===== src/design/stb_config.svh =====
`ifndef STB_CONFIG_SVH
`define STB_CONFIG_SVH

// width of every timestamp and period
`define STB_CNT_WIDTH 32

// flops in the input synchronizer, at least 2
`define STB_SYNC_STAGES 2

// cycles the strobe stays low at the end of a period
`define STB_ZERO_HOLD 1

// accepted input period range, in clock cycles
`define STB_MIN_PERIOD 8
`define STB_MAX_PERIOD 4096

// scheduler compare pipeline depth (compare register plus output register)
`define STB_LEAD 2

`endif

===== src/design/stb_pkg.sv =====
`default_nettype none

`include "stb_config.svh"

package stb_pkg;

	// timestamp or period in clock cycles
	typedef logic [`STB_CNT_WIDTH-1:0] stb_time_t;

	// ------------------------------
	// period meter states
	typedef enum logic [1:0] {
		SKIP_FIRST,
		FIND_START,
		MEASURE,
		OFFER
	} meter_state_t;

	// ------------------------------
	// strobe scheduler states
	typedef enum logic [1:0] {
		IDLE,
		PREPARE,
		WAIT_LOW,
		WAIT_HIGH
	} sched_state_t;

endpackage

`default_nettype wire


===== src/design/period_if.sv =====
`timescale 1ns/1ps
`default_nettype none

interface period_if;

	// handshake
	logic valid;
	logic ready;

	// payload, held stable from valid until transfer
	stb_pkg::stb_time_t period;
	// timestamp of the edge closing the period
	stb_pkg::stb_time_t stamp;

	// level, high while no good period is available
	logic err;

	modport meter (
		output valid, period, stamp, err,
		input  ready
	);

	modport sched (
		input  valid, period, stamp, err,
		output ready
	);

endinterface

`default_nettype wire


===== src/design/stb_gen_top.sv =====
`timescale 1ns/1ps
`default_nettype none

module stb_gen_top (
	input  wire                clk_i,
	input  wire                arstn_i,
	input  wire                sig_i,
	input  wire                stb_req_i,
	output logic               stb_o,
	output logic               stb_valid_o,
	output logic               rdy_o,
	output logic               err_o,
	output stb_pkg::stb_time_t stb_period_o
);

	stb_pkg::stb_time_t cur_time;
	stb_pkg::stb_time_t edge_time;
	logic               edge_pulse;

	// meter to scheduler link
	period_if per_if ();

	assign err_o = per_if.err;

	time_base i_time_base (
		.clk_i   (clk_i),
		.arstn_i (arstn_i),
		.time_o  (cur_time)
	);

	edge_stamp i_edge_stamp (
		.clk_i   (clk_i),
		.arstn_i (arstn_i),
		.sig_i   (sig_i),
		.time_i  (cur_time),
		.edge_o  (edge_pulse),
		.stamp_o (edge_time)
	);

	period_meter i_period_meter (
		.clk_i   (clk_i),
		.arstn_i (arstn_i),
		.edge_i  (edge_pulse),
		.stamp_i (edge_time),
		.per     (per_if)
	);

	strobe_scheduler i_strobe_scheduler (
		.clk_i        (clk_i),
		.arstn_i      (arstn_i),
		.time_i       (cur_time),
		.stb_req_i    (stb_req_i),
		.per          (per_if),
		.stb_o        (stb_o),
		.rdy_o        (rdy_o),
		.stb_valid_o  (stb_valid_o),
		.stb_period_o (stb_period_o)
	);

endmodule

`default_nettype wire


===== src/design/strobe_scheduler.sv =====
`timescale 1ns/1ps
`default_nettype none

`include "stb_config.svh"

module strobe_scheduler (
	input  wire                     clk_i,
	input  wire                     arstn_i,
	input  wire stb_pkg::stb_time_t time_i,
	input  wire                     stb_req_i,
	period_if.sched                 per,
	output logic                    stb_o,
	output logic                    rdy_o,
	output logic                    stb_valid_o,
	output stb_pkg::stb_time_t      stb_period_o
);

	localparam int W = $bits(stb_pkg::stb_time_t);

	stb_pkg::sched_state_t state_q;
	stb_pkg::stb_time_t    per_q;
	stb_pkg::stb_time_t    bnd_q;
	stb_pkg::stb_time_t    tgt_hi_q;
	stb_pkg::stb_time_t    tgt_lo_q;
	stb_pkg::stb_time_t    d_hi;
	stb_pkg::stb_time_t    d_lo;
	stb_pkg::stb_time_t    next_per;
	logic                  calc_q;
	logic                  tgt_vld_q;
	logic                  cmp_hi_q;
	logic                  cmp_lo_q;
	logic                  rdy_q;
	logic                  req_prev_q;
	logic                  req_arm_q;
	logic                  req_rise;
	logic                  take_first;
	logic                  bnd_evt;
	logic                  abort;

	assign take_first = (state_q == stb_pkg::IDLE) && per.valid;
	assign bnd_evt    = (state_q == stb_pkg::WAIT_HIGH) && cmp_hi_q;
	assign abort      = per.err && (state_q != stb_pkg::IDLE);
	assign per.ready  = (state_q == stb_pkg::IDLE) || bnd_evt;
	assign next_per   = per.valid ? per.period : per_q;
	assign req_rise   = stb_req_i & ~req_prev_q;
	assign rdy_o      = rdy_q & ~per.err;

	// target reached once the difference turns non-negative
	assign d_hi = time_i - tgt_hi_q;
	assign d_lo = time_i - tgt_lo_q;

	// ------------------------------
	// boundary and period, kept STB_LEAD cycles early
	always_ff @(posedge clk_i) begin
		if (take_first) begin
			bnd_q <= per.stamp - stb_pkg::stb_time_t'(`STB_LEAD);
			per_q <= per.period;
		end else if (bnd_evt) begin
			bnd_q <= tgt_hi_q;
			per_q <= next_per;
		end
		// add stage
		if (calc_q) begin
			tgt_hi_q <= bnd_q + per_q;
			tgt_lo_q <= bnd_q + per_q - stb_pkg::stb_time_t'(`STB_ZERO_HOLD);
		end
	end

	// compare stage, blanked until fresh targets are in
	always_ff @(posedge clk_i or negedge arstn_i) begin
		if (!arstn_i) begin
			tgt_vld_q <= 1'b0;
			cmp_hi_q  <= 1'b0;
			cmp_lo_q  <= 1'b0;
		end else begin
			if (abort || bnd_evt || take_first) begin
				tgt_vld_q <= 1'b0;
			end else if (calc_q) begin
				tgt_vld_q <= 1'b1;
			end
			if (bnd_evt || !tgt_vld_q) begin
				cmp_hi_q <= 1'b0;
				cmp_lo_q <= 1'b0;
			end else begin
				cmp_hi_q <= ~d_hi[W-1];
				cmp_lo_q <= ~d_lo[W-1];
			end
		end
	end

	// ------------------------------
	// strobe FSM
	always_ff @(posedge clk_i or negedge arstn_i) begin
		if (!arstn_i) begin
			state_q      <= stb_pkg::IDLE;
			calc_q       <= 1'b0;
			stb_o        <= 1'b0;
			rdy_q        <= 1'b0;
			stb_valid_o  <= 1'b0;
			stb_period_o <= '0;
		end else begin
			calc_q      <= 1'b0;
			stb_valid_o <= 1'b0;
			if (abort) begin
				state_q <= stb_pkg::IDLE;
				stb_o   <= 1'b0;
				rdy_q   <= 1'b0;
			end else begin
				case (state_q)
					stb_pkg::IDLE: begin
						if (per.valid) begin
							calc_q  <= 1'b1;
							state_q <= stb_pkg::PREPARE;
						end
					end
					stb_pkg::PREPARE: state_q <= stb_pkg::WAIT_HIGH;
					stb_pkg::WAIT_LOW: begin
						if (cmp_lo_q) begin
							stb_o   <= 1'b0;
							state_q <= stb_pkg::WAIT_HIGH;
						end
					end
					default: begin
						if (cmp_hi_q) begin
							// strobe boundary
							stb_o        <= 1'b1;
							rdy_q        <= 1'b1;
							stb_valid_o  <= req_arm_q;
							stb_period_o <= next_per;
							calc_q       <= 1'b1;
							state_q      <= stb_pkg::WAIT_LOW;
						end
					end
				endcase
			end
		end
	end

	// request armed by a rising edge, answered at the next boundary
	always_ff @(posedge clk_i or negedge arstn_i) begin
		if (!arstn_i) begin
			req_prev_q <= 1'b0;
			req_arm_q  <= 1'b0;
		end else begin
			req_prev_q <= stb_req_i;
			if (bnd_evt && !abort) begin
				req_arm_q <= req_rise;
			end else if (req_rise) begin
				req_arm_q <= 1'b1;
			end
		end
	end

	assert property (@(posedge clk_i) disable iff (!arstn_i)
		stb_valid_o |-> $rose(stb_o))
		else $error("strobe_scheduler: stb_valid_o outside a strobe rise");

	// an error leaves the ready flag cleared one cycle later
	assert property (@(posedge clk_i) disable iff (!arstn_i)
		per.err |=> !rdy_q)
		else $error("strobe_scheduler: ready while the meter reports an error");

endmodule

`default_nettype wire


===== src/design/period_meter.sv =====
`timescale 1ns/1ps
`default_nettype none

`include "stb_config.svh"

module period_meter (
	input  wire                     clk_i,
	input  wire                     arstn_i,
	input  wire                     edge_i,
	input  wire stb_pkg::stb_time_t stamp_i,
	period_if.meter                 per
);

	localparam int SIL_W = $clog2(`STB_MAX_PERIOD + 1);

	stb_pkg::meter_state_t state_q;
	stb_pkg::stb_time_t    start_q;
	stb_pkg::stb_time_t    diff;
	logic [SIL_W-1:0]      silent_q;
	logic                  measuring;
	logic                  in_range;
	logic                  timeout;
	logic                  good;
	logic                  bad;
	logic                  take;

	assign measuring = (state_q == stb_pkg::MEASURE) || (state_q == stb_pkg::OFFER);
	assign diff      = stamp_i - start_q;
	assign in_range  = (diff >= stb_pkg::stb_time_t'(`STB_MIN_PERIOD)) &&
		(diff <= stb_pkg::stb_time_t'(`STB_MAX_PERIOD));

	// input went quiet for a whole max period
	assign timeout = (state_q != stb_pkg::SKIP_FIRST) && !edge_i &&
		(silent_q == SIL_W'(`STB_MAX_PERIOD - 1));

	assign good = edge_i && measuring && in_range;
	assign bad  = (edge_i && measuring && !in_range) || timeout;
	assign take = per.valid & per.ready;

	// ------------------------------
	// control
	always_ff @(posedge clk_i or negedge arstn_i) begin
		if (!arstn_i) begin
			state_q   <= stb_pkg::SKIP_FIRST;
			silent_q  <= '0;
			per.valid <= 1'b0;
			per.err   <= 1'b0;
		end else begin
			if (edge_i || state_q == stb_pkg::SKIP_FIRST) begin
				silent_q <= '0;
			end else begin
				silent_q <= silent_q + 1'b1;
			end

			if (bad) begin
				// start over, the next edge is discarded again
				state_q   <= stb_pkg::SKIP_FIRST;
				per.valid <= 1'b0;
				per.err   <= 1'b1;
			end else if (good) begin
				// also overwrites a held item
				state_q   <= stb_pkg::OFFER;
				per.valid <= 1'b1;
				per.err   <= 1'b0;
			end else begin
				case (state_q)
					stb_pkg::SKIP_FIRST: if (edge_i) state_q <= stb_pkg::FIND_START;
					stb_pkg::FIND_START: if (edge_i) state_q <= stb_pkg::MEASURE;
					stb_pkg::OFFER: begin
						if (take) begin
							per.valid <= 1'b0;
							state_q   <= stb_pkg::MEASURE;
						end
					end
					default: state_q <= state_q;
				endcase
			end
		end
	end

	// ------------------------------
	// start stamp and held item
	always_ff @(posedge clk_i) begin
		if (edge_i && state_q != stb_pkg::SKIP_FIRST) begin
			start_q <= stamp_i;
		end
		if (good) begin
			per.period <= diff;
			per.stamp  <= stamp_i;
		end
	end

	// held item only changes when a newer edge arrives
	assert property (@(posedge clk_i) disable iff (!arstn_i)
		(per.valid && !per.ready && !edge_i) |=> ($stable(per.period) && $stable(per.stamp)))
		else $error("period_meter: held item changed without a new edge");

endmodule

`default_nettype wire


===== src/design/edge_stamp.sv =====
`timescale 1ns/1ps
`default_nettype none

`include "stb_config.svh"

module edge_stamp (
	input  wire                     clk_i,
	input  wire                     arstn_i,
	input  wire                     sig_i,
	input  wire stb_pkg::stb_time_t time_i,
	output logic                    edge_o,
	output stb_pkg::stb_time_t      stamp_o
);

	localparam int STAGES = `STB_SYNC_STAGES;

	logic [STAGES-1:0] sync_q;
	logic              prev_q;
	logic              rise;

	// rising edge of the synchronized input
	assign rise = sync_q[STAGES-1] & ~prev_q;

	always_ff @(posedge clk_i or negedge arstn_i) begin
		if (!arstn_i) begin
			sync_q <= '0;
			prev_q <= 1'b0;
			edge_o <= 1'b0;
		end else begin
			sync_q <= {sync_q[STAGES-2:0], sig_i};
			prev_q <= sync_q[STAGES-1];
			edge_o <= rise;
		end
	end

	// stamp goes out together with the pulse
	always_ff @(posedge clk_i) begin
		if (rise) begin
			stamp_o <= time_i;
		end
	end

	// ------------------------------
	// an edge pulse never lasts two cycles
	assert property (@(posedge clk_i) disable iff (!arstn_i)
		edge_o |=> !edge_o)
		else $error("edge_stamp: edge pulse held for two cycles");

endmodule

`default_nettype wire


===== src/design/time_base.sv =====
`timescale 1ns/1ps
`default_nettype none

module time_base (
	input  wire                clk_i,
	input  wire                arstn_i,
	output stb_pkg::stb_time_t time_o
);

	localparam int HALF = $bits(stb_pkg::stb_time_t) / 2;

	logic [HALF-1:0] low_q;
	logic [HALF-1:0] low_dly_q;
	logic [HALF-1:0] high_q;
	logic [HALF-1:0] low_inc;
	logic            low_carry;
	logic            carry_q;

	// low half increment with its carry out
	assign {low_carry, low_inc} = {1'b0, low_q} + 1'b1;

	always_ff @(posedge clk_i or negedge arstn_i) begin
		if (!arstn_i) begin
			low_q     <= '0;
			low_dly_q <= '0;
			carry_q   <= 1'b0;
			high_q    <= '0;
			time_o    <= '0;
		end else begin
			low_q     <= low_inc;
			carry_q   <= low_carry;
			// low half delayed one cycle to line up with the carried high half
			low_dly_q <= low_q;
			high_q    <= high_q + HALF'(carry_q);
			time_o    <= {high_q, low_dly_q};
		end
	end

endmodule

`default_nettype wire


===== config.mk =====
export PLATFORM = sky130hd
export DESIGN_NAME = stb_gen_top
export DESIGN_NICKNAME = d
export VERILOG_FILES = /design/src/design/stb_pkg.sv /design/src/design/period_if.sv /design/src/design/stb_gen_top.sv /design/src/design/strobe_scheduler.sv /design/src/design/period_meter.sv /design/src/design/edge_stamp.sv /design/src/design/time_base.sv
export VERILOG_INCLUDE_DIRS = /design/src /design/src/design
export SDC_FILE = /design/constraint.sdc
export NUM_CORES = 1
export LEC_CHECK = 0
export ABC_CLOCK_PERIOD_IN_PS = 5600
export BUFFER_PORTS_ARGS = -buffer_cell sky130_fd_sc_hd__buf_2
export CAP_MARGIN = 20
export CORE_MARGIN = 3
export CORE_UTILIZATION = 49
export CTS_CLUSTER_DIAMETER = 80
export DETAILED_ROUTE_END_ITERATION = 12
export PLACE_DENSITY = 0.67
export SLEW_MARGIN = 20
export SYNTH_ARGS = -nofsm -noshare
export SYNTH_HDL_FRONTEND = slang
export SYNTH_SLANG_ARGS = --single-unit

===== constraint.sdc =====
create_clock -name clk_i -period 5.6 [get_ports clk_i]
set_input_delay 0.28 -clock clk_i [delete_from_list [all_inputs] [get_ports clk_i]]
set_output_delay 0.28 -clock clk_i [all_outputs]
set_load 0.03 [all_outputs]

---- After elaboration in Yosys (flattened, before gate mapping) ----
Index checks and enable logic that the tools add are counted.
storage, ports and cells
  register bits after elaboration ......... 401
  output and inout port bits .............. 36
  word-level logic and storage cells ...... 154
cells by class
  add/sub/neg operators ................... 9
  $lt $le $gt $ge ......................... 2
  equal/unequal tests ..................... 14
  mux-type cells .......................... 42
  bitwise gates (word level) .............. 11
  reduce and logical (&&, ||, !) cells .... 45
operator list
  operator                                                                             count
  32-bit 2-to-1 mux                                                                    5
  32-bit subtractor                                                                    3
  32-bit adder                                                                         1
  32-bit by 4-bit >= comparator with 1-bit output (second input constant)              1
  32-bit by 13-bit less-or-equal comparator with 1-bit output (second input constant)  1
  32-bit by 1-bit subtractor with 32-bit output (second input constant)                1
  32-bit by 2-bit subtractor with 32-bit output (second input constant)                1
  1-bit 2-to-1 mux                                                                     23
  2-bit 2-to-1 mux                                                                     9
  16-bit by 1-bit adder with 17-bit output (second input constant)                     1
  16-bit by 1-bit adder with 16-bit output                                             1
  2-bit nonzero test                                                                   7
  13-bit by 1-bit adder with 13-bit output (second input constant)                     1
  13-bit by 12-bit equality test with 1-bit output (second input constant)             1
  13-bit 2-to-1 mux                                                                    1
  2-bit case mux with 3 select lines                                                   2
  1-bit logical AND                                                                    11
  5-bit nonzero test                                                                   2
  3-bit AND reduction                                                                  3
  3-bit nonzero test                                                                   3
  2-bit equality test (second input constant)                                          4
  4-bit by 2-bit != test with 1-bit output (second input constant)                     2
  1-bit logical OR                                                                     7
  1-bit inverter                                                                       7
  13 further kinds                                                                     25

---- Logic depth before layout (Yosys ltp) ----
Gate-level depths: netlist of the first run.
  depth after elaboration ................. 8
  mapped depth ............................ 15
  gate-level depth less buffers ........... 15

---- Modules after synthesis ----
From an unflattened synthesis of the first run, not the netlist that was laid out.
second synthesis, totals
  cells, all modules ...................... 1,686
  area, all modules ....................... 20,348.3 µm²
by module, submodules not included
  module            times used  cells each  area each (µm²)  sequential area each (µm²)
  strobe_scheduler  1           976         10,650.2         4,919.7
  period_meter      1           507         5,960.7          3,308.2
  time_base         1           166         2,662.6          2,026.9
  edge_stamp        1           37          1,074.8          1,061.0

---- Worst setup path before layout of the first run ----
No wires, ideal clock.
  path type ............................... reg2reg
  start point ............................. register i_edge_stamp.stamp_o[0]
  end point ............................... register i_period_meter.per.period[0], enable pin
  library setup time ...................... 418 ps
  arrival time ............................ 4,898 ps
  setup slack ............................. 284 ps
  cell stages (with the launch flop) ...... 15
  path buffers ............................ 0
  cell sequence ........................... edfxtp_1 -> inv_1 -> ha_1 -> inv_1 -> fa_1 -> a21o_1 -> a221oi_4 -> o21bai_2 -> xor2_1 -> or3_1 -> o41a_1 -> a211oi_1 -> or4b_1 -> or4_4 -> inv_1
on the way
  longest elaborated chain between the ends .. 4
RTL lines
  item                                                                                                                                   RTL line                                source
  start, declared                                                                                                                        edge_stamp.sv:12                        output stb_pkg::stb_time_t stamp_o
  start signal, assigned                                                                                                                 edge_stamp.sv:39                        stamp_o <= time_i;
  32-bit subtractor (*)                                                                                                                  period_meter.sv:28                      assign diff = stamp_i - start_q;
  net i_period_meter.diff[8]                                                                                                             period_meter.sv:18                      stb_pkg::stb_time_t diff;
  32-bit by 4-bit >= comparator with 1-bit output / 32-bit by 13-bit less-or-equal comparator with 1-bit output (equally long branches)  period_meter.sv:29, period_meter.sv:30
  1-bit logical AND (*)                                                                                                                  period_meter.sv:29                      assign in_range = (diff >= stb_pkg::stb_time_t'(`STB_MIN_PERIOD)) &&
  1-bit logical AND (*)                                                                                                                  period_meter.sv:36                      assign good = edge_i && measuring && in_range;
  end signal, assigned                                                                                                                   period_meter.sv:88                      per.period <= diff;
  end, declared                                                                                                                          period_if.sv:19                         output valid, period, stamp, err,
The timed path passes the listed nets; every way through them passes the cells marked *.
A chain may end at the register's enable or synchronous reset.

---- Final worst setup path of the first run ----
  start point ............................. register i_edge_stamp.stamp_o[0]
  end point ............................... register i_period_meter.per.stamp[8], enable pin
on the way
  longest elaborated chain between the ends .. 4
RTL lines
  item                                                                                                                                   RTL line                                source
  32-bit subtractor (*)                                                                                                                  period_meter.sv:28
  net i_period_meter.diff[8]                                                                                                             period_meter.sv:18
  32-bit by 4-bit >= comparator with 1-bit output / 32-bit by 13-bit less-or-equal comparator with 1-bit output (equally long branches)  period_meter.sv:29, period_meter.sv:30
  1-bit logical AND (*)                                                                                                                  period_meter.sv:29
  1-bit logical AND (*)                                                                                                                  period_meter.sv:36
  end signal, assigned                                                                                                                   period_meter.sv:89                      per.stamp <= stamp_i;
  end, declared                                                                                                                          period_if.sv:19
Marks and branches as above.

==> flow_summary.toml, run 1 <==
[floorplanning]
design.portCount = 40
start_util = 0.5038
chipWidth_um = 206.7
fp.dieArea_um2 = 42730
core_um2 = 39190
core.rowCount = 72
die-height_um = 206.7

[pwr]
comb_power_share = 0.074
cellInternalPower_uw = 5224
irDropWorstVdd_v = 0.0002420
power.share.switching = 0.2297
static-leakage-power_uw = 0.009509
share_clk_of_total_power = 0.446
pwr_density_cell_nw_per_um2 = 306.3
power.switching_uw = 1558
seq_power_share = 0.480
finalPower_uw = 6782

[placed_design]
preCtsSetupSlack_ns = 0.6702
number_of_port_buffers = 39
place_congestion = 0.9326
place.detailed.hpwl_um = 31380
dpl.cell_count = 2160

[yosys]
ys_warn_count = 0
synth.top_cells.by_area = "edfxtp_1 39%, dfrtp_1 18%, ha_1 8.4%"
synth_fp_nets = 1766
ys_async_sr_fraction = 0.3616
netlist_area_before_placement_um2 = 19740
synth_cell_types = 74
synthFlopType = "edfxtp_1"
synth-seq-cells = 401
syn-mean-instance-area_um2 = 12.13
synthesis.instances = 1627
seq_area_frac_synth = 0.5732
synth_edf_count = 256
synth.top_cell.area_share = 0.3894
post-synth-top-area-cell = "edfxtp_1"

[finish]
area.sequential_um2 = 11320
multi_input_area_um2 = 7819
drive_above_1_share = 0.1251
n_antenna_cell = 0
fillerInstances = 3182
p_r_area_growth_vs_syn_pct = 12.16
fin_nets = 1831
finalNonFillerCells = 2245

[clock_network]
cts_tree = "built"
numCtsBuffers = 44
clk-insertion-delay-late_ns = 0.57
gates_resized_cts_repair = 0
clk_pin_slew_ns = 0.06
cts_max_path_buffers = 3
ctsHtreeMaxLevel = 2
cts.sink_count = 401
ctsRootBufferMaster = "clkbuf_16"
cts_post_setup_buffers_inserted = 0

[routing]
route.detailed.vias_per_inst = 5.544
routed-via-count = 12450
dr.pass1.iters = 5
iter_0_drt_violations = 1082
remaining_drc_errors = 0
wl_per_cell_um = 19.15
detail_route.wirelength_um = 43000
antenna_violating_nets_left = 0

[worst_setup_path]
worst-endpoint-arrival_ns = 5.19
critical_path.max_stage_delay_ns = 0.57
critical_path.slowest_cell = "or4_4"
critical_path_buf_inv_count = 4
critPathCaptureType = "register"
cp_top_family = "compound AO/OA/AOI/OAI gates"
critical_path.cell_chain = "inv_1, ha_1, inv_1, fa_1, a21o_1, a221oi_4, o21bai_2, xor2_1, or3_1, o41a_1, a211oi_1, or4b_1, or4_4, inv_2, buf_4"
cp_max_fo = 24
path_common_cell = "inv_1"
criticalPathCategory = "register to register"
worst_ep_required_time_ns = 5.84
start_kind = "register"

[timing]
timing.max_slew.rel_slack = 0.3710
period_needed_ns = 4.952
final-hold-violation-count = 0
setup-tns-final_ns = 0
final_critical_path_setup_slack_ns = 0.6478
min_period_over_period = 0.8843
finClkSkew_ns = 0.03026
rsz_0062_raised_after_global_routing = "false"
final-setup-viol-count = 0
fmaxAchievable_ghz = 0.2019
timing_worst_slew_pin_value_ns = 0.9351
timing_max_transition_violations_final = 0

[status]
run_status = "finished, final reports clean"

[grt]
number_of_global_route_vias_before_repair = 12440
gr-total-overflow = 0
initial_antenna_violation_count = 0
grt_pass1_wl_um = 67670
grt_usage = 0.2063
grt_max_degree = 88

[min_path]
hold_class = "register to register"

[run]
max_cap_viol_count = 0
## per-layer routing
metal | track usage | share of wire
met1 | 0.3098 | 0.48
met4 | 0.06718 | 0.025
met5 | 0 | 0
met3 | 0.03074 | 0.055
met2 | 0.3101 | 0.44
## cells by family after synthesis
| kind of cell | count (synthesis) | synth area share |
|---|---|---|
| AOI/OAI and AO/OA | 313 | 0.1031 |
| muxes | 66 | 0.03746 |
| adders and majority gates | 135 | 0.08632 |
| DFF | 401 | 0.5732 |
| buffers and inverters | 165 | 0.03194 |
| xor gates and xnor gates | 154 | 0.06832 |
| and+or+nand+nor | 393 | 0.09963 |
## per-stage QoR
step / hold slack, ns / area, um2 / utilization
floorplan: -0.01559 / 19740 / -
global placement: 0.3328 / 20560 / 0.5247
detailed placement: 0.3347 / 20560 / 0.5247
CTS: 0.3156 / 22120 / 0.5644
global route: 0.3457 / 22140 / 0.5650
finish: 0.3419 / 22140 / 0.5650
## final timing paths
path	startpoint	end	slack, ns	cells after the start
worst max-delay path	i_edge_stamp.stamp_o[0]$_DFFE_PP_	i_period_meter.per.stamp[8]$_DFFE_PN_	0.65	15
worst min-delay path	i_time_base.low_dly_q[15]$_DFF_PN0_	i_time_base.time_o[15]$_DFF_PN0_	0.34	0
worst max register to register	i_edge_stamp.stamp_o[0]$_DFFE_PP_	i_period_meter.per.stamp[8]$_DFFE_PN_	0.65	15
worst min register to register	i_time_base.low_dly_q[15]$_DFF_PN0_	i_time_base.time_o[15]$_DFF_PN0_	0.34	0
max in group asynchronous	arstn_i	i_strobe_scheduler.calc_q$_DFF_PN0_	3.86	3
min in group asynchronous	arstn_i	i_time_base.low_q[0]$_DFF_PN0_	0.37	2
## final cells by class
class / instances / share of cell area
Clock buffer: 56 / 0.05357
Clock inverter: 25 / 0.01526
Inverter: 130 / 0.02204
Multi-Input combinational cell: 1061 / 0.3531
Sequential cell: 401 / 0.5111
Tap cell: 518 / 0.02927
Timing Repair Buffer: 54 / 0.01565
## placed cells by master, fill, tap and decap left out, types with 24 or more instances in the layout
cell type	count
nand2_1	109
a21oi_1	82
o21ai_0	71
clkbuf_16	44
xor2_1	70
ha_1	133
nand4_1	24
buf_2	38
xnor2_1	84
dfrtp_1	144
a21o_1	58
nand3_1	33
mux2_2	63
nor2_1	91
inv_1	129
edfxtp_1	256
## state kept, by name, summed over array words and instances, names as in the netlist, 32 cells and up
register                         cells
i_edge_stamp.stamp_o                32
i_period_meter.per.stamp            32
i_strobe_scheduler.stb_period_o     32
i_period_meter.per.period           32
i_strobe_scheduler.tgt_hi_q         32
i_strobe_scheduler.bnd_q            32
i_period_meter.start_q              32
i_strobe_scheduler.per_q            32
i_time_base.time_o                  32
i_strobe_scheduler.tgt_lo_q         32
## synthesized netlist by cell type, types with 5 or more instances
cell type / n
dfrtp_1: 145
nand4_1: 24
nor2_1: 93
o211ai_1: 7
and2_1: 8
o21ai_1: 7
a21o_1: 58
o31ai_1: 7
mux2_2: 63
inv_1: 130
a211oi_1: 8
nand2b_1: 13
ha_1: 133
a21oi_1: 82
o21a_1: 10
nand3_1: 33
edfxtp_1: 256
or3_1: 7
or4_1: 7
o21bai_1: 6
and4_1: 5
xnor2_1: 84
nand2_1: 111
a31oi_1: 10
nor4_1: 12
nor3_1: 20
o21ai_0: 71
clkbuf_1: 31
and3_1: 18
nor2b_1: 15
xor2_1: 70
## what timing repair did
item | in CTS | in global routing
hold buffers | 3 | 0
endpoints found under the setup margin | 0 | 0
hold endpoints to repair | 89 | 0
## power by group through the flow
stage,sequential (uW),combinational (uW),clock (uW)
2_1_floorplan,3310,351,0
4_1_cts,3250,502,3100
3_3_place_gp,3310,491,0
5_1_grt,3260,563,3220
3_5_place_dp,3310,500,0
6_report,3250,501,3030
No activity file was read; power rests on OpenSTA's default activity.
==> run 2: changes to the inputs <==
- ABC_CLOCK_PERIOD_IN_PS: 5600 -> 5700
- GPL_TIMING_DRIVEN: default -> 0
- PLACE_DENSITY: 0.67 -> default
- clock period: 5.6 -> 5.7 ns (I/O delays scaled with it)
==> flow_summary.toml, run 2 (synthesized netlist as in run 1, its figures left out) <==
[status]
run_status = "finished, final reports clean"

[placed_design]
number_of_port_buffers = 39
post_dp_cell_area_um2 = 20810
place_congestion = 0.9297
dpl.cell_count = 2192
place.detailed.hpwl_um = 32980
preCtsSetupSlack_ns = 0.2092

[routing]
wl_per_cell_um = 19.22
routed-via-count = 12450
route.detailed.vias_per_inst = 5.466
iter_0_drt_violations = 755
remaining_drc_errors = 0
detail_route.wirelength_um = 43770
highest_layer = "met4"
dr_wl_met3_um = 2332
routed-wl-met2_um = 18910
antenna_violating_nets_left = 0
wirelength_met1_um = 21400
dr.pass1.iters = 5

[timing]
final-setup-viol-count = 0
timing_max_transition_violations_final = 0
final-hold-violation-count = 0
fmaxAchievable_ghz = 0.1837
finClkSkew_ns = 0.01183
min_period_over_period = 0.9552
period_needed_ns = 5.445
timing_worst_slew_pin_value_ns = 0.8955
setup-tns-final_ns = 0
timing.max_slew.rel_slack = 0.4030
rsz_0062_raised_after_global_routing = "false"
final_critical_path_setup_slack_ns = 0.2552

[worst_setup_path]
critPathCaptureType = "register"
register_to_register_path_setup_slack_ns = 0.26
reg2reg_to = "i_period_meter.per.stamp[2]$_DFFE_PN_"
path_common_cell = "inv_1"
worst-endpoint-arrival_ns = 5.71
critical_path.cell_chain = "inv_1, ha_1, inv_1, fa_1, a21o_1, a221oi_4, o21bai_2, xor2_1, or3_1, o41a_1, a211oi_1, or4b_1, or4_4, inv_4, buf_12"
critical_path.slowest_cell = "or4_4"
cp_max_fo = 38
worst_ep_required_time_ns = 5.96
cp_top_family = "compound AO/OA/AOI/OAI gates"
start_kind = "register"
rr_startpoint = "i_edge_stamp.stamp_o[0]$_DFFE_PP_"
criticalPathCategory = "register to register"
timing.reg2reg.worst_path_depth = 15
critical_path.max_stage_delay_ns = 0.60
critical_path_buf_inv_count = 4

[min_path]
hold_class = "input port to async pin"

[floorplanning]
core.rowCount = 72
die-height_um = 206.7
fp.dieArea_um2 = 42730
chipWidth_um = 206.7
design.portCount = 40
start_util = 0.5038
core_um2 = 39190

[finish]
fillerInstances = 3301
drive_above_1_share = 0.1217
post-route-cell-area_um2 = 22320
p_r_area_growth_vs_syn_pct = 13.08
commonest_non_fill_non_tap_cell_in_the_layout = "edfxtp_1"
layout_common_cells = "256 x edfxtp_1, 144 x dfrtp_1, 133 x ha_1"
fin_nets = 1862
finalNonFillerCells = 2278

[clock_network]
gates_resized_cts_repair = 0
clk-insertion-delay-late_ns = 0.58
cts.sink_count = 401
ctsRootBufferMaster = "clkbuf_16"
ctsHtreeMaxLevel = 2
numCtsBuffers = 44
cts_tree = "built"
clk_pin_slew_ns = 0.06
cts_max_path_buffers = 3

[grt]
initial_antenna_violation_count = 0
grt_usage = 0.2124
grt_max_degree = 100
grt_pass1_wl_um = 68940
number_of_global_route_vias_before_repair = 12490
gr-total-overflow = 0

[pwr]
irDropWorstVdd_v = 0.0001988
pwr_density_cell_nw_per_um2 = 294.8
static-leakage-power_uw = 0.009546

[run]
max_cap_viol_count = 0
==> run 2: metal layers <==
layer | track usage | vias up
li1 | - | 6088
met3 | 0.03732 | 66
met4 | 0.05875 | 0
met1 | 0.3165 | 6032
met2 | 0.3233 | 266
met5 | 0 | -
==> run 2: what timing repair did <==
item,4_1_cts,5_1_grt
hold buffers,3,0
endpoints found under the setup margin,0,0
endpoints found under the hold margin,49,0
setup buffers,0,0
==> run 2: final cells by class <==
class,count,area (um2),share of cell area
Antenna cell,1,2.502,0.0001121
Buffer,35,145.1,0.006502
Clock buffer,67,1299,0.05818
Clock inverter,15,187.7,0.008407
Inverter,130,490.5,0.02197
Multi-Input combinational cell,1061,7826,0.3506
Sequential cell,401,11320,0.5071
Tap cell,518,648.1,0.02903
Timing Repair Buffer,50,405.4,0.01816
==> run 2: per-stage QoR <==
step | total power (uW) | util | hold slack (ns)
global route | 6840 | 0.5696 | 0.2426
floorplan | 3593 | - | -0.01059
CTS | 6653 | 0.5696 | 0.2077
global placement | 3738 | 0.5253 | 0.3325
detailed placement | 3763 | 0.5309 | 0.2294
finish | 6580 | 0.5697 | 0.2133
==> run 2: worst max-delay path by stage <==
stage               cells past startpoint                               from                                     end  slack (ns)
floorplan                              14  i_edge_stamp.stamp_o[0]$_DFFE_PP_  i_period_meter.per.period[0]$_DFFE_PN_        0.38
global placement                       14  i_edge_stamp.stamp_o[0]$_DFFE_PP_   i_period_meter.per.stamp[0]$_DFFE_PN_       -1.09
detailed placement                     15  i_edge_stamp.stamp_o[0]$_DFFE_PP_   i_period_meter.per.stamp[0]$_DFFE_PN_        0.21
CTS                                    15  i_edge_stamp.stamp_o[0]$_DFFE_PP_  i_period_meter.per.stamp[16]$_DFFE_PN_        0.19
global route                           15  i_edge_stamp.stamp_o[0]$_DFFE_PP_  i_period_meter.per.stamp[16]$_DFFE_PN_        0.04
finish                                 15  i_edge_stamp.stamp_o[0]$_DFFE_PP_   i_period_meter.per.stamp[2]$_DFFE_PN_        0.26
==> run 2: where the power goes <==
| part | internal (uW) | switching (uW) |
|---|---|---|
| Sequential | 3160 | 41.7 |
| Combinational | 181 | 324 |
| Clock | 1720 | 1150 |
==> run 3: changes to the inputs <==
- ABC_AREA: default -> 1
- GPL_ROUTABILITY_DRIVEN: default -> 0
==> flow_summary.toml, run 3 <==
[finish]
fin_nets = 2571
finalNonFillerCells = 3052
area.sequential_um2 = 11320
layout_common_cells = "569 x nand2_1, 355 x inv_1, 256 x edfxtp_1"
multi_input_area_um2 = 8688
commonest_non_fill_non_tap_cell_in_the_layout = "nand2_1"
fillerInstances = 3900
drive_above_1_share = 0.08107
p_r_area_growth_vs_syn_pct = 11.88
n_antenna_cell = 0

[timing]
rsz_0062_raised_after_global_routing = "false"
timing_max_transition_violations_final = 0
final-hold-violation-count = 0
setup-tns-final_ns = 0
timing.max_slew.rel_slack = 0.3167
period_needed_ns = 3.889
fmaxAchievable_ghz = 0.2571
timing_worst_slew_pin_value_ns = 1.014
min_period_over_period = 0.6823
final-setup-viol-count = 0
finClkSkew_ns = 0.02109
timing.hold.ws_ns = 0.2142

[grt]
gr-total-overflow = 0
grt_max_degree = 84
grt_pass1_wl_um = 84420
initial_antenna_violation_count = 1
number_of_global_route_vias_before_repair = 16000
grt_usage = 0.2343
use_met2 = 0.3857
gr-usage-met3 = 0.02842
gr-usage-met1 = 0.3080
gr-max-usage-layer = "met2"

[yosys]
synth.top_cell.area_share = 0.3586
synth_common_cells = "570 x nand2_1, 356 x inv_1, 256 x edfxtp_1"
seq_area_frac_synth = 0.5278
synth_cell_types = 55
synthMostInstantiatedCell = "nand2_1"
ys_async_sr_fraction = 0.3616
netlist_area_before_placement_um2 = 21440
syn-mean-instance-area_um2 = 9.170
synthesis.instances = 2338
synth_fp_nets = 2477
synth_edf_count = 256
synth-seq-cells = 401
ys_warn_count = 0
synthFlopType = "edfxtp_1"
synth.top_cells.by_area = "edfxtp_1 36%, dfrtp_1 17%, nand2_1 10%"
post-synth-top-area-cell = "edfxtp_1"

[floorplanning]
core.rowCount = 76
start_util = 0.4966
fp.dieArea_um2 = 46300
die-height_um = 215.2
core_um2 = 43170
design.portCount = 40
chipWidth_um = 215.2

[routing]
routed-via-count = 15930
wl_per_cell_um = 17.48
remaining_drc_errors = 0
dr.pass1.iters = 5
route.detailed.vias_per_inst = 5.218
antenna_violating_nets_left = 0
detail_route.wirelength_um = 53340
iter_0_drt_violations = 1111

[placed_design]
number_of_port_buffers = 39
dpl.cell_count = 2969
place.detailed.hpwl_um = 42100

[run]
max_cap_viol_count = 0

[worst_setup_path]
critical_path.max_stage_delay_ns = 0.46
worst_ep_required_time_ns = 5.98
register_to_register_path_setup_slack_ns = 1.81
critical_path.slowest_cell = "edfxtp_1"
worst-endpoint-arrival_ns = 4.17
cp_top_family = "simple AND/OR/NAND/NOR gates"
start_kind = "register"
critical_path.cell_chain = "ha_1, nand2_1, nor2_1, nand3_1, nand3_1, nand2_1, nand2_1, nand2_1, nand2_1, nand3_1, nor2_1, nand3_1, nor2_1, nand3_1, inv_4, buf_12"
critical_path_buf_inv_count = 2
critPathCaptureType = "register"
criticalPathCategory = "register to register"
cp_max_fo = 33

[pwr]
comb_power_share = 0.092
cellInternalPower_uw = 4936
irDropWorstVdd_v = 0.0001785
finalPower_uw = 6563
seq_power_share = 0.489
pwr_density_cell_nw_per_um2 = 273.6
static-leakage-power_uw = 0.01107
power.switching_uw = 1628
power.share.switching = 0.2480
share_clk_of_total_power = 0.419

[clock_network]
clk_pin_slew_ns = 0.06
gates_resized_cts_repair = 0
hold_buffers = 3
ctsHtreeMaxLevel = 2
cts.sink_count = 401
cts_post_setup_buffers_inserted = 0
cts_max_path_buffers = 3
numCtsBuffers = 43
cts_tree = "built"
ctsRootBufferMaster = "clkbuf_16"
clk-insertion-delay-late_ns = 0.59

[min_path]
hold_class = "input port to async pin"

[status]
run_status = "finished, final reports clean"
## run 3: cell types whose count changed in the layout (fill, tap and decap cells not counted), sizes merged, moves of 18 or more
cell    before  now
nand2      111  581
inv        133  371
nor2        95  265
nand3       34  118
mux2        63    0
xnor2       84   32
a21o        58    9
a31oi       10   38
clkbuf      98   80
## run 3: cell families (layout without fill, tap and decap cells)
group | after synthesis | count (layout) | share of synthesized area
buffers and inverters | 389 | 518 | 0.06822
adders and majority gates | 135 | 135 | 0.07949
AOI/OAI and AO/OA | 239 | 239 | 0.06414
xor gates and xnor gates | 107 | 107 | 0.04844
DFF | 401 | 401 | 0.5278
and+or+nand+nor | 1067 | 1067 | 0.2119
## run 3: stage by stage
| step | util | setup WS [ns] | area (um2) |
|---|---|---|---|
| 6_report | 0.5556 | 1.811 | 23990 |
| 5_1_grt | 0.5556 | 1.484 | 23990 |
| 4_1_cts | 0.5556 | 1.827 | 23990 |
| 3_5_place_dp | 0.5226 | 1.804 | 22560 |
| 3_3_place_gp | 0.5181 | 0.5712 | 22370 |
| 2_1_floorplan | - | 1.865 | 21440 |
## run 3: layout make-up
cell class / instances / area share
Buffer: 21 / 0.003391
Clock buffer: 60 / 0.05180
Sequential cell: 401 / 0.4719
Inverter: 368 / 0.05769
Clock inverter: 20 / 0.006364
Tap cell: 585 / 0.03052
Timing Repair Buffer: 49 / 0.01607
Multi-Input combinational cell: 1548 / 0.3622
## run 3: worst paths after layout
path / depth (start not counted) / to / from
setup / recovery: 16 / i_period_meter.per.stamp[0]$_DFFE_PN_ / i_edge_stamp.stamp_o[8]$_DFFE_PP_
hold / removal: 2 / i_strobe_scheduler.stb_period_o[3]$_DFFE_PN0P_ / arstn_i
setup reg to reg: 16 / i_period_meter.per.stamp[0]$_DFFE_PN_ / i_edge_stamp.stamp_o[8]$_DFFE_PP_
hold reg to reg: 0 / i_time_base.time_o[4]$_DFF_PN0_ / i_time_base.low_dly_q[4]$_DFF_PN0_
max in group asynchronous: 3 / i_period_meter.silent_q[3]$_DFF_PN0_ / arstn_i
min in group clk_i: 0 / i_time_base.time_o[4]$_DFF_PN0_ / i_time_base.low_dly_q[4]$_DFF_PN0_
## run 3: power by group through the flow
stage	Combinational [uW]	Clock, uW	Sequential (uW)
after CTS	602	2810	3210
after global placement	571	0	3270
after detailed placement	598	0	3270
after floorplan	415	0	3270
after global routing	697	2920	3220
final	605	2750	3210
## run 3: per-layer routing
metal / vias to the layer above / part of all wire / wire length (um)
met5: - / 0 / 0
met4: 0 / 0.054 / 2884
met3: 136 / 0.055 / 2908
met2: 438 / 0.46 / 24460
met1: 7495 / 0.43 / 23090
li1: 7856 / - / -
